[config.mk]
export PLATFORM = sky130hd
export DESIGN_NAME = ntt_top
export DESIGN_NICKNAME = d
export VERILOG_FILES = /design/src/logic/ntt_pkg.sv /design/src/logic/twiddle_rom.sv /design/src/logic/ntt_butterfly.sv /design/src/logic/coef_bank.sv /design/src/logic/ntt_addr_gen.sv /design/src/logic/ntt_ctrl.sv /design/src/logic/ntt_top.sv
export SDC_FILE = /design/constraint.sdc
export NUM_CORES = 1
export LEC_CHECK = 0
export BUFFER_PORTS_ARGS = -buffer_cell sky130_fd_sc_hd__buf_2
export CORE_MARGIN = 2
export CORE_UTILIZATION = 25
export CTS_CLUSTER_SIZE = 24
export DETAILED_ROUTE_END_ITERATION = 10
export PLACE_DENSITY = 0.51
export SLEW_MARGIN = 0
export SYNTH_ARGS = -nofsm -noshare
export SYNTH_HDL_FRONTEND = slang
export SYNTH_SLANG_ARGS = --single-unit
export TNS_END_PERCENT = 20
[constraint.sdc]
create_clock -name clk -period 9.7 [get_ports clk]
set_input_delay 0.97 -clock clk [delete_from_list [all_inputs] [get_ports clk]]
set_output_delay 0.97 -clock clk [all_outputs]
set_load 0.02 [all_outputs]
[src/logic/ntt_pkg.sv]
// ntt engine constants
// 16-point cyclic transform over the prime 97, primitive root 8
`default_nettype none

package ntt_pkg;

    // ring and field
    localparam int RING_SIZE  = 16;
    localparam int RING_DEPTH = 4;      // log2 of ring size, also the stage count
    localparam int MODULUS    = 97;
    localparam int ROOT       = 8;      // 8^8 = 96 = -1 mod 97

    // widths
    localparam int COEF_W    = 7;       // holds 0..96
    localparam int ADDR_W    = 4;
    localparam int STAGE_W   = 2;
    localparam int TW_ADDR_W = 3;       // table covers half the ring

    // pipeline timing in cycles
    localparam int BF_DELAY = 3;
    localparam int RD_DELAY = 1;
    localparam int WB_DELAY = RD_DELAY + BF_DELAY;   // read issue to write back

    // one stage issues half the ring then drains the pipe
    localparam int STAGE_CYCLES = RING_SIZE / 2 + WB_DELAY;
    localparam int NTT_CYCLES   = RING_DEPTH * STAGE_CYCLES;
    localparam int XFER_CYCLES  = RING_SIZE / 2;     // two coefficients per cycle

    // controller state encoding
    localparam int STATE_W = 2;

    localparam logic [STATE_W-1:0] ST_IDLE = 2'd0;
    localparam logic [STATE_W-1:0] ST_LOAD = 2'd1;   // bank written from data_in
    localparam logic [STATE_W-1:0] ST_NTT  = 2'd2;   // in-place butterflies
    localparam logic [STATE_W-1:0] ST_READ = 2'd3;   // pairs streamed out

endpackage

`default_nettype wire

[src/logic/twiddle_rom.sv]
// twiddle rom
// powers of the root mod 97, one registered read per cycle
`timescale 1ns/1ns
`default_nettype none

module twiddle_rom
    import ntt_pkg::*;
(
    input  logic                 clk,
    input  logic [TW_ADDR_W-1:0] tw_addr,
    output logic [COEF_W-1:0]    twiddle
);

    logic [COEF_W-1:0] tw_table [RING_SIZE/2];

    // root^e mod q, evaluated at elaboration
    function automatic int pow_root(input int e);
        int acc;
        acc = 1;
        for (int k = 0; k < e; k++) begin
            acc = (acc * ROOT) % MODULUS;
        end
        return acc;
    endfunction

    for (genvar e = 0; e < RING_SIZE/2; e++) begin : g_table
        assign tw_table[e] = COEF_W'(pow_root(e));
    end

    // output register lines up with the bank read
    always_ff @(posedge clk) begin
        twiddle <= tw_table[tw_addr];
    end

endmodule

`default_nettype wire

[src/logic/ntt_butterfly.sv]
// dif butterfly
// upper = a + b, lower = (a - b) * w, all mod 97
// three register stages, a new pair accepted every cycle
`timescale 1ns/1ns
`default_nettype none

module ntt_butterfly
    import ntt_pkg::*;
(
    input  logic              clk,
    input  logic              reset,
    input  logic [COEF_W-1:0] coef_a,
    input  logic [COEF_W-1:0] coef_b,
    input  logic [COEF_W-1:0] twiddle,
    output logic [COEF_W-1:0] sum_out,
    output logic [COEF_W-1:0] diff_out
);

    logic [COEF_W:0]     raw_sum;   // one carry bit
    logic [COEF_W-1:0]   mod_sum;
    logic [COEF_W-1:0]   mod_diff;
    logic [COEF_W-1:0]   sum_s1;
    logic [COEF_W-1:0]   diff_s1;
    logic [COEF_W-1:0]   tw_s1;
    logic [COEF_W-1:0]   sum_s2;
    logic [2*COEF_W-1:0] prod_s2;   // full product before reduction

    // add and subtract with one conditional correction each
    assign raw_sum  = coef_a + coef_b;
    assign mod_sum  = (raw_sum >= MODULUS) ? COEF_W'(raw_sum - MODULUS) : COEF_W'(raw_sum);
    assign mod_diff = (coef_a >= coef_b) ? COEF_W'(coef_a - coef_b)
                                         : COEF_W'(coef_a + MODULUS - coef_b);

    always_ff @(posedge clk or posedge reset) begin
        if (reset) begin
            sum_s1   <= '0;
            diff_s1  <= '0;
            tw_s1    <= '0;
            sum_s2   <= '0;
            prod_s2  <= '0;
            sum_out  <= '0;
            diff_out <= '0;
        end else begin
            // stage 1
            sum_s1  <= mod_sum;
            diff_s1 <= mod_diff;
            tw_s1   <= twiddle;
            // stage 2, plain multiply
            prod_s2 <= diff_s1 * tw_s1;
            sum_s2  <= sum_s1;          // sum rides alongside
            // stage 3, reduce by constant modulus
            diff_out <= COEF_W'(prod_s2 % MODULUS);
            sum_out  <= sum_s2;
        end
    end

endmodule

`default_nettype wire

[src/logic/coef_bank.sv]
// coefficient bank
// ring-sized memory, two registered reads and two writes per cycle
`timescale 1ns/1ns
`default_nettype none

module coef_bank
    import ntt_pkg::*;
(
    input  logic              clk,
    input  logic [ADDR_W-1:0] rd_addr0,
    input  logic [ADDR_W-1:0] rd_addr1,
    output logic [COEF_W-1:0] rd_data0,
    output logic [COEF_W-1:0] rd_data1,
    input  logic              wr_en,
    input  logic [ADDR_W-1:0] wr_addr0,
    input  logic [ADDR_W-1:0] wr_addr1,
    input  logic [COEF_W-1:0] wr_data0,
    input  logic [COEF_W-1:0] wr_data1
);

    logic [COEF_W-1:0] mem [RING_SIZE];

    // both write ports share one enable
    // addresses always differ, pair members or even/odd on load
    always_ff @(posedge clk) begin
        if (wr_en) begin
            mem[wr_addr0] <= wr_data0;
            mem[wr_addr1] <= wr_data1;
        end
    end

    // read latency of one cycle
    // a read at a write edge returns the old word
    always_ff @(posedge clk) begin
        rd_data0 <= mem[rd_addr0];
        rd_data1 <= mem[rd_addr1];
    end

endmodule

`default_nettype wire

[src/logic/ntt_addr_gen.sv]
// ntt address generator
// walks stages and butterfly pairs, twiddle index per pair
// write-back addresses follow the reads through a delay line
`timescale 1ns/1ns
`default_nettype none

module ntt_addr_gen
    import ntt_pkg::*;
(
    input  logic                 clk,
    input  logic                 reset,
    input  logic                 ntt_go,
    output logic [ADDR_W-1:0]    rd_addr0,
    output logic [ADDR_W-1:0]    rd_addr1,
    output logic [TW_ADDR_W-1:0] tw_addr,
    output logic                 wb_en,
    output logic [ADDR_W-1:0]    wb_addr0,
    output logic [ADDR_W-1:0]    wb_addr1,
    output logic                 ntt_finished
);

    logic                            busy;
    logic [STAGE_W-1:0]              stage;
    logic [$clog2(STAGE_CYCLES)-1:0] cycle_cnt;   // issue 0..7 then drain
    logic                            issue;
    logic [ADDR_W-1:0]               idx;
    logic [ADDR_W-1:0]               half;        // pair distance in this stage
    logic [ADDR_W-1:0]               offset;      // j within the group
    logic [WB_DELAY-1:0]             vld_d;
    logic [ADDR_W-1:0]               addr0_d [WB_DELAY];
    logic [ADDR_W-1:0]               addr1_d [WB_DELAY];

    always_ff @(posedge clk or posedge reset) begin
        if (reset) begin
            busy      <= 1'b0;
            stage     <= '0;
            cycle_cnt <= '0;
        end else if (ntt_go) begin
            busy      <= 1'b1;
            stage     <= '0;
            cycle_cnt <= '0;
        end else if (busy) begin
            if (cycle_cnt == STAGE_CYCLES - 1) begin
                cycle_cnt <= '0;
                stage     <= stage + 1'b1;     // wraps to 0 after the last stage
                if (stage == RING_DEPTH - 1)
                    busy <= 1'b0;
            end else begin
                cycle_cnt <= cycle_cnt + 1'b1;
            end
        end
    end

    assign issue        = busy && (cycle_cnt < RING_SIZE / 2);
    assign ntt_finished = busy && (stage == RING_DEPTH - 1) && (cycle_cnt == STAGE_CYCLES - 1);

    // group*2*half + j, and its partner half above
    assign idx      = ADDR_W'(cycle_cnt);
    assign half     = ADDR_W'(RING_SIZE / 2) >> stage;
    assign offset   = idx & (half - 1'b1);
    assign rd_addr0 = ((idx - offset) << 1) + offset;
    assign rd_addr1 = rd_addr0 + half;
    assign tw_addr  = TW_ADDR_W'(offset << stage);   // root of the sub-transform is 8^(2^s)

    always_ff @(posedge clk or posedge reset) begin
        if (reset)
            vld_d <= '0;
        else
            vld_d <= {vld_d[WB_DELAY-2:0], issue};
    end

    always_ff @(posedge clk) begin
        addr0_d[0] <= rd_addr0;
        addr1_d[0] <= rd_addr1;
        for (int k = 1; k < WB_DELAY; k++) begin
            addr0_d[k] <= addr0_d[k-1];
            addr1_d[k] <= addr1_d[k-1];
        end
    end

    assign wb_en    = vld_d[WB_DELAY-1];   // lands with butterfly output
    assign wb_addr0 = addr0_d[WB_DELAY-1];
    assign wb_addr1 = addr1_d[WB_DELAY-1];

endmodule

`default_nettype wire

[src/logic/ntt_ctrl.sv]
// ntt controller
// idle, load, transform and readout states on one counter
// steers the bank ports and drives done and data_out
`timescale 1ns/1ns
`default_nettype none

module ntt_ctrl
    import ntt_pkg::*;
(
    input  logic                clk,
    input  logic                reset,
    input  logic                load,
    input  logic                start,
    input  logic [2*COEF_W-1:0] data_in,
    input  logic                ntt_finished,
    input  logic [COEF_W-1:0]   bf_sum,
    input  logic [COEF_W-1:0]   bf_diff,
    input  logic [ADDR_W-1:0]   ag_rd_addr0,
    input  logic [ADDR_W-1:0]   ag_rd_addr1,
    input  logic [ADDR_W-1:0]   ag_wb_addr0,
    input  logic [ADDR_W-1:0]   ag_wb_addr1,
    input  logic                ag_wb_en,
    input  logic [COEF_W-1:0]   bank_data0,
    input  logic [COEF_W-1:0]   bank_data1,
    output logic                ntt_go,
    output logic [ADDR_W-1:0]   bank_rd_addr0,
    output logic [ADDR_W-1:0]   bank_rd_addr1,
    output logic [ADDR_W-1:0]   bank_wr_addr0,
    output logic [ADDR_W-1:0]   bank_wr_addr1,
    output logic                bank_wr_en,
    output logic [COEF_W-1:0]   bank_wr_data0,
    output logic [COEF_W-1:0]   bank_wr_data1,
    output logic                done,
    output logic [2*COEF_W-1:0] data_out
);

    logic [STATE_W-1:0]               state;
    logic [$clog2(XFER_CYCLES+2)-1:0] sys_cntr;   // up to 9 in readout
    logic [$clog2(XFER_CYCLES+2)-1:0] cntr_m1;
    logic [ADDR_W-2:0]                ld_pair;
    logic [ADDR_W-2:0]                rd_pair;

    assign ntt_go  = (state == ST_IDLE) && start && !load;   // load has priority
    assign cntr_m1 = sys_cntr - 1'b1;
    assign ld_pair = sys_cntr[ADDR_W-2:0];
    assign rd_pair = cntr_m1[ADDR_W-2:0];      // positions 2c-2, 2c-1

    always_ff @(posedge clk or posedge reset) begin
        if (reset) begin
            state    <= ST_IDLE;
            sys_cntr <= '0;
        end else begin
            case (state)
                ST_IDLE: begin
                    sys_cntr <= '0;
                    if (load)
                        state <= ST_LOAD;
                    else if (start)
                        state <= ST_NTT;
                end
                ST_LOAD: begin
                    if (sys_cntr == XFER_CYCLES - 1) begin
                        state    <= ST_IDLE;
                        sys_cntr <= '0;
                    end else begin
                        sys_cntr <= sys_cntr + 1'b1;
                    end
                end
                ST_NTT: begin
                    sys_cntr <= '0;               // counter idle while addr_gen runs
                    if (ntt_finished)
                        state <= ST_READ;
                end
                default: begin                    // readout, extra cycle for bank latency
                    if (sys_cntr == XFER_CYCLES + 1) begin
                        state    <= ST_IDLE;
                        sys_cntr <= '0;
                    end else begin
                        sys_cntr <= sys_cntr + 1'b1;
                    end
                end
            endcase
        end
    end

    always_comb begin
        bank_rd_addr0 = {rd_pair, 1'b0};     // readout addressing
        bank_rd_addr1 = {rd_pair, 1'b1};
        bank_wr_en    = 1'b0;
        bank_wr_addr0 = ag_wb_addr0;
        bank_wr_addr1 = ag_wb_addr1;
        bank_wr_data0 = bf_sum;
        bank_wr_data1 = bf_diff;
        case (state)
            ST_LOAD: begin
                bank_wr_en    = 1'b1;
                bank_wr_addr0 = {ld_pair, 1'b0};
                bank_wr_addr1 = {ld_pair, 1'b1};
                bank_wr_data0 = data_in[COEF_W-1:0];          // even index low
                bank_wr_data1 = data_in[2*COEF_W-1:COEF_W];
            end
            ST_NTT: begin
                bank_rd_addr0 = ag_rd_addr0;
                bank_rd_addr1 = ag_rd_addr1;
                bank_wr_en    = ag_wb_en;
            end
            default: ;
        endcase
    end

    // done one cycle ahead of the first pair
    always_ff @(posedge clk or posedge reset) begin
        if (reset) begin
            done     <= 1'b0;
            data_out <= '0;
        end else begin
            done <= (state == ST_READ) && (sys_cntr == 1);
            if ((state == ST_READ) && (sys_cntr >= 2))
                data_out <= {bank_data1, bank_data0};
            else
                data_out <= '0;
        end
    end

endmodule

`default_nettype wire

[src/logic/ntt_top.sv]
// ntt engine top
// single butterfly, in-place 16-point transform, bit-reversed output
`timescale 1ns/1ns
`default_nettype none

module ntt_top
    import ntt_pkg::*;
(
    input  logic                clk,
    input  logic                reset,
    input  logic                load,
    input  logic                start,
    input  logic [2*COEF_W-1:0] data_in,
    output logic                done,
    output logic [2*COEF_W-1:0] data_out
);

    logic                 ntt_go;
    logic                 ntt_finished;
    logic [ADDR_W-1:0]    ag_rd_addr0;
    logic [ADDR_W-1:0]    ag_rd_addr1;
    logic [ADDR_W-1:0]    ag_wb_addr0;
    logic [ADDR_W-1:0]    ag_wb_addr1;
    logic                 ag_wb_en;
    logic [TW_ADDR_W-1:0] tw_addr;
    logic [COEF_W-1:0]    twiddle;
    logic [ADDR_W-1:0]    bank_rd_addr0;
    logic [ADDR_W-1:0]    bank_rd_addr1;
    logic [ADDR_W-1:0]    bank_wr_addr0;
    logic [ADDR_W-1:0]    bank_wr_addr1;
    logic                 bank_wr_en;
    logic [COEF_W-1:0]    bank_wr_data0;
    logic [COEF_W-1:0]    bank_wr_data1;
    logic [COEF_W-1:0]    bank_data0;     // feeds butterfly and readout
    logic [COEF_W-1:0]    bank_data1;
    logic [COEF_W-1:0]    bf_sum;
    logic [COEF_W-1:0]    bf_diff;

    ntt_ctrl i_ntt_ctrl (
        .clk, .reset, .load, .start, .data_in,
        .ntt_finished, .bf_sum, .bf_diff,
        .ag_rd_addr0, .ag_rd_addr1, .ag_wb_addr0, .ag_wb_addr1, .ag_wb_en,
        .bank_data0, .bank_data1, .ntt_go,
        .bank_rd_addr0, .bank_rd_addr1, .bank_wr_addr0, .bank_wr_addr1,
        .bank_wr_en, .bank_wr_data0, .bank_wr_data1,
        .done, .data_out
    );

    ntt_addr_gen i_ntt_addr_gen (
        .clk, .reset, .ntt_go,
        .rd_addr0(ag_rd_addr0), .rd_addr1(ag_rd_addr1), .tw_addr,
        .wb_en(ag_wb_en), .wb_addr0(ag_wb_addr0), .wb_addr1(ag_wb_addr1),
        .ntt_finished
    );

    coef_bank i_coef_bank (
        .clk,
        .rd_addr0(bank_rd_addr0), .rd_addr1(bank_rd_addr1),
        .rd_data0(bank_data0), .rd_data1(bank_data1),
        .wr_en(bank_wr_en), .wr_addr0(bank_wr_addr0), .wr_addr1(bank_wr_addr1),
        .wr_data0(bank_wr_data0), .wr_data1(bank_wr_data1)
    );

    twiddle_rom i_twiddle_rom (.clk, .tw_addr, .twiddle);

    ntt_butterfly i_ntt_butterfly (
        .clk, .reset,
        .coef_a(bank_data0), .coef_b(bank_data1), .twiddle,
        .sum_out(bf_sum), .diff_out(bf_diff)
    );

endmodule

`default_nettype wire

Word level (Yosys, flattened, before mapping)
Memory sizes are Yosys's and may differ from the RTL's. A register that Yosys moved wholly into a read port is not among the register bits.
Cells that the tools add are included.

cells by class
  add/sub/neg operators = 13
  multiply operators = 1
  div/mod/pow operators = 1
  magnitude comparators = 4
  equality and inequality tests = 11
  shift-type cells = 2
  multiplexer cells = 31
  bitwise logic cells = 2
  reductions and logical operators = 15

operator list
  kind                                                               count
  two-way mux 4 bit                                                  9
  modulo 14 x 7 -> 32 bit, second input constant                     1
  two-way mux 7 bit                                                  4
  two-way mux 2 bit                                                  8
  multiplier 7 x 7 -> 14 bit                                         1
  two-way mux 14 bit                                                 1
  subtractor 7 bit                                                   2
  adder 4 x 1 -> 4 bit, second input constant                        2
  adder 4 bit                                                        2
  adder 7 x 7 -> 8 bit                                               1
  equality test 4 bit, second input constant                         2
  greater-or-equal comparator 8 x 7 -> 1 bit, second input constant  1
  case mux 4 bit (2 select lines)                                    1
  adder 7 bit, second input constant                                 1
  greater-or-equal comparator 7 bit                                  1
  logical AND 1 bit                                                  7
  subtractor 7 bit, second input constant                            1
  equality test 2 bit, second input constant                         3
  two-way mux 1 bit                                                  6
  case mux 2 bit (3 select lines)                                    1
  bitwise AND 4 bit                                                  1
  equality test 4 x 1 -> 1 bit, second input constant                1
  equality test 4 x 3 -> 1 bit, second input constant                1
  greater-or-equal comparator 4 x 2 -> 1 bit, second input constant  1
  other kinds (19)                                                   21

word-level totals
  register bits after elaboration = 88
  bits in writable memories = 144
  bits in read-only memories = 56
  bits of input ports = 18
  output and inout port bits = 15
  word-level logic and storage cells = 99
  memories = 4

memories
  name                    words  width  read ports  clocked after Yosys merged registers in  wr ports  line                source
  i_coef_bank.mem         16     7      2           2                                        2         coef_bank.sv:21     logic [COEF_W-1:0] mem [RING_SIZE];
  (name not given)        8      7      1           1                                        0         twiddle_rom.sv:32   twiddle <= tw_table[tw_addr];
  i_ntt_addr_gen.addr0_d  4      4      4           0                                        4         ntt_addr_gen.sv:30  logic [ADDR_W-1:0] addr0_d [WB_DELAY];
  i_ntt_addr_gen.addr1_d  4      4      4           0                                        4         ntt_addr_gen.sv:31  logic [ADDR_W-1:0] addr1_d [WB_DELAY];

Longest topological paths before layout
  depth after elaboration = 7
  mapped depth = 33
  gate-level depth less buffers = 27

Hierarchy
From an unflattened synthesis, not the netlist that was laid out.

second synthesis, totals
  cell total of the unflattened synthesis = 1450
  area, all modules = 16636.0 um^2

modules (own cells, without submodules)
  module         instances  cells each  area an instance (um^2)  seq. area each (um^2)
  coef_bank      1          431         6979.2                   3643.5
  ntt_butterfly  1          748         6628.9                   1401.3
  ntt_addr_gen   1          110         1437.6                   915.9
  ntt_ctrl       1          136         1291.2                   525.5
  twiddle_rom    1          25          299.0                    140.1

Worst setup path after synthesis
No wires, ideal clock.

  path kind = reg-to-reg
  from = register i_ntt_butterfly.prod_s2[9]
  to = register i_ntt_butterfly.diff_out[1]
  arrival = 7.042 ns
  required time = 9.621 ns
  slack = 2.578 ns
  stages on the path, launching flop included = 33
  buffers on the path = 5
  cells stage by stage = dfrtp_1 -> buf_4 -> nor3_2 -> a21oi_1 -> ha_1 -> and3b_1 -> o211ai_1 -> nand3_1 -> a21o_1 -> a211o_1 -> o211a_1 -> buf_6 -> or3_1 -> and2_4 -> mux2_4 -> a22o_1 -> buf_4 -> or3_4 -> o31ai_1 -> a21oi_1 -> o21bai_1 -> ha_1 -> a2111oi_2 -> a2111oi_0 -> or4b_1 -> buf_2 -> buf_2 -> xnor2_1 -> ha_1 -> nor2b_1 -> o21ai_1 -> o21ai_2 -> mux2i_1

on the way
  cells in the longest elaborated chain, start to end = 1

ends and longest elaborated chain
  element                  line                 source
  start, declared          ntt_butterfly.sv:26  logic [2*COEF_W-1:0] prod_s2;
  start signal, assigned   ntt_butterfly.sv:49  prod_s2 <= diff_s1 * tw_s1;
  modulo 14 x 7 -> 32 bit  ntt_butterfly.sv:52  diff_out <= COEF_W'(prod_s2 % MODULUS);
  end signal, assigned     ntt_butterfly.sv:52
  end, declared            ntt_butterfly.sv:16  output logic [COEF_W-1:0] diff_out

No other way between the ends.
A chain may end at the register's enable or synchronous reset.

Final worst setup path
  from = register i_ntt_butterfly.prod_s2[10]
  to = register i_ntt_butterfly.diff_out[5]

Same word-level chain as after synthesis.

==> qor.yml <==
outcome: "finished clean"
antenna_found_initial: 2
post_cts_buffers: 0
tightestPinTransition_ps: 1310
final_cell_mix: "mux2i_1 (152), edfxtp_1 (112), nand2_1 (101)"
grt_pass1_wl_um: 73000
async_flop_share: 0.348
synth-main-ff-cell: "edfxtp_1"
period_minus_slack_ps: 9050
yosysSeqAreaShare: 0.397
finalSetupTns_ps: 0
synth_seq_cells: 253
fmax_ghz: 0.110
r2r_slack_ps: 650
grt_usage: 0.134
cts_root_buf: "clkbuf_16"
timing.rr.start: "i_ntt_butterfly.prod_s2[10]$_DFF_PP0_"
cts.hold.buffers_added: 0
grt.overflow.total: 0
drive_gt1_frac: 0.145
required_ps: 10190
vias: 12109
die_w_um: 262
final_common_cell: "mux2i_1"
core_mm2: 0.0660
worstSetupStartpoint: "i_ntt_butterfly.prod_s2[10]$_DFF_PP0_"
grt_max_degree: 62
place.gp.congestion: 0.864
area_delta_synth_final_pct: 12.7
fillCellCount: 6787
cts_tree: "done"
cp-start-kind: "register"
yosysWarningCount: 0
routed_wl_um: 47000
clkTransAtPathRegs_ps: 60
antenna_cells: 0
reg2reg_depth: 27
timing.final.crit_share: 0.933
num-nets-final: 1670
cts_buffer_depth: 3
cp-end-kind: "register"
die_h_um: 262
dpl.hpwl_um: 34000
multi_input_area_mm2: 0.00947
critical_path.max_fanout: 15
cp-endpoint: "i_ntt_butterfly.diff_out[5]$_DFF_PP0_"
wl_per_cell_um: 19.4
grt_pass1_vias: 12203
clkLatencyLatePin_ps: 570
maxSlewHeadroom: 0.127
holdWs_ps: 324
drv_cap: 0
cts.sinks: 253
syn_area_mm2: 0.0167
htreeDepth: 1
fp-row-count: 94
seq_area_mm2: 0.00663
synth_cell_types: 107
start_util: 0.253
hold_viol: 0
port_buffers: 32
cts_resized: 0
antenna_left: 0
syn_inst: 1513
drt_first_pass_iters: 5
drtIter0Drc: 925
die_area_mm2: 0.0689
synth-edff-count: 112
slew_viol_final: 0
final_core_util: 0.285
vias_per_cell: 5.00
drc: 0
skew_ps: 17.1
worst_hold_path_type: "register to register"
rsz0062_at_grt: "false"
cp.arrival_ps: 9540
syn_avg_cell_area_um2: 11.0
finalSetupViolCount: 0
numCtsBuffers: 29
critical_path_class: "register to register"
r2r-end: "i_ntt_butterfly.diff_out[5]$_DFF_PP0_"
pin_count: 33
## critical path, stage by stage, from the launching register on
cell       delay, ps
dfrtp_1          550
nor3_2           540
a21oi_1          130
ha_1             330
nand4b_1         210
nor2b_1          190
o31ai_1          120
a211oi_2         730
xnor2_1          340
nand2_1          220
or3_1            400
and2_4           200
a311oi_1         460
a22o_1           530
o21ai_1          200
o21ai_1          430
a21o_1           370
o21bai_1         210
ha_1             260
a2111oi_2        280
a2111oi_0        170
or4b_1           780
xnor2_1          350
ha_1             270
nor2b_1          140
o21ai_1          140
o21ai_2          240
a2bb2oi_1        210
## layout make-up
type | count | area share
Inverter | 92 | 0.0185
Sequential cell | 253 | 0.352
Clock inverter | 10 | 0.00472
Clock buffer | 43 | 0.0463
Multi-Input combinational cell | 1103 | 0.503
Timing Repair Buffer | 56 | 0.0181
Tap cell | 864 | 0.0574
## how the worst min path moves through the flow
| stage | startpoint | end | slack [ps] | cells after the start |
|---|---|---|---|---|
| 3_5_place_dp | i_ntt_addr_gen.addr1_d[2][2]$_DFF_P_ | i_ntt_addr_gen.addr1_d[3][2]$_DFF_P_ | 310 | 0 |
| 2_1_floorplan | i_ntt_addr_gen.addr0_d[0][0]$_DFF_P_ | i_ntt_addr_gen.addr0_d[1][0]$_DFF_P_ | 310 | 0 |
| 4_1_cts | i_ntt_addr_gen.addr1_d[2][2]$_DFF_P_ | i_ntt_addr_gen.addr1_d[3][2]$_DFF_P_ | 320 | 0 |
| 3_3_place_gp | i_ntt_addr_gen.addr1_d[1][2]$_DFF_P_ | i_ntt_addr_gen.addr1_d[2][2]$_DFF_P_ | 310 | 0 |
| 5_1_grt | i_twiddle_rom.twiddle[0]$_DFF_P_ | i_ntt_butterfly.tw_s1[0]$_DFF_PP0_ | 330 | 0 |
| 6_report | i_ntt_addr_gen.addr1_d[2][2]$_DFF_P_ | i_ntt_addr_gen.addr1_d[3][2]$_DFF_P_ | 320 | 0 |
## synthesized netlist by cell type, drive strengths merged (12+ instances only)
| cell | number | area share |
|---|---|---|
| ha | 85 | 0.064 |
| edfxtp | 112 | 0.20 |
| mux2i | 153 | 0.092 |
| nor2b | 19 | 0.0071 |
| o21ai | 60 | 0.018 |
| xnor2 | 46 | 0.025 |
| nor2 | 95 | 0.022 |
| nand2 | 102 | 0.023 |
| xor2 | 21 | 0.011 |
| a31oi | 12 | 0.0052 |
| nand3 | 29 | 0.0090 |
| inv | 91 | 0.020 |
| nand2b | 12 | 0.0045 |
| dfrtp | 88 | 0.13 |
| a21oi | 75 | 0.023 |
| o21bai | 15 | 0.0070 |
| a211oi | 20 | 0.012 |
| buf | 17 | 0.0068 |
| nor3 | 21 | 0.0069 |
| o211ai | 16 | 0.0075 |
| mux2 | 15 | 0.010 |
| dfxtp | 53 | 0.064 |
| clkbuf | 49 | 0.011 |
| fa | 32 | 0.038 |
| and2 | 43 | 0.016 |
| o22ai | 15 | 0.0056 |
| mux4 | 56 | 0.076 |
## metrics by stage
stage | setup slack (ps) | instance area (µm²) | instances
finish | 649 | 18800 | 2421
global route | 15.7 | 18800 | 2421
CTS | 780 | 18800 | 2421
detailed placement | 831 | 17900 | 2368
global placement | 1040 | 17900 | 2368
floorplan | 2580 | 16700 | 1514
## metal layers
layer | up-vias | track usage | routed length, µm
li1 | 5589 | - | -
met1 | 6148 | 0.180 | 21300
met2 | 296 | 0.228 | 22500
met3 | 74 | 0.0199 | 2040
met4 | 2 | 0.0308 | 1130
met5 | - | 0 | 10
## sequential cells by signal, indices dropped and copies added (netlist names)
signal / flops
i_ntt_butterfly.diff_s1: 7
i_ntt_addr_gen.addr1_d: 16
i_ntt_ctrl.data_out: 14
i_ntt_butterfly.prod_s2: 14
i_ntt_addr_gen.stage: 2
i_ntt_addr_gen.cycle_cnt: 4
i_coef_bank.rd_data0: 7
i_ntt_ctrl.done: 1
i_ntt_ctrl.state: 2
i_ntt_butterfly.sum_s2: 7
i_coef_bank.rd_data1: 7
i_ntt_ctrl.sys_cntr: 4
i_coef_bank.mem: 112
i_ntt_addr_gen.vld_d: 4
i_twiddle_rom.twiddle: 7
i_ntt_addr_gen.busy: 1
i_ntt_addr_gen.addr0_d: 16
i_ntt_butterfly.sum_out: 7
i_ntt_butterfly.sum_s1: 7
i_ntt_butterfly.diff_out: 7
i_ntt_butterfly.tw_s1: 7
## cells by family (layout without fill, tap and decap cells)
family                   count (synthesis)  count (layout)  share of synthesized area
other                                    2               3                   0.000450
multiplexers                           224             224                      0.178
flip-flops                             253             253                      0.397
AND/OR/NAND/NOR                        387             387                      0.117
XOR/XNOR                                67              67                     0.0356
AO/OA/AOI/OAI                          302             302                      0.130
buffers and inverters                  158             201                     0.0385
adder cells (fa/ha/maj)                120             120                      0.104
Power is left out: the tool's default activity adds up to more than one toggle a clock period on the data nets, which glitch-free logic cannot reach.
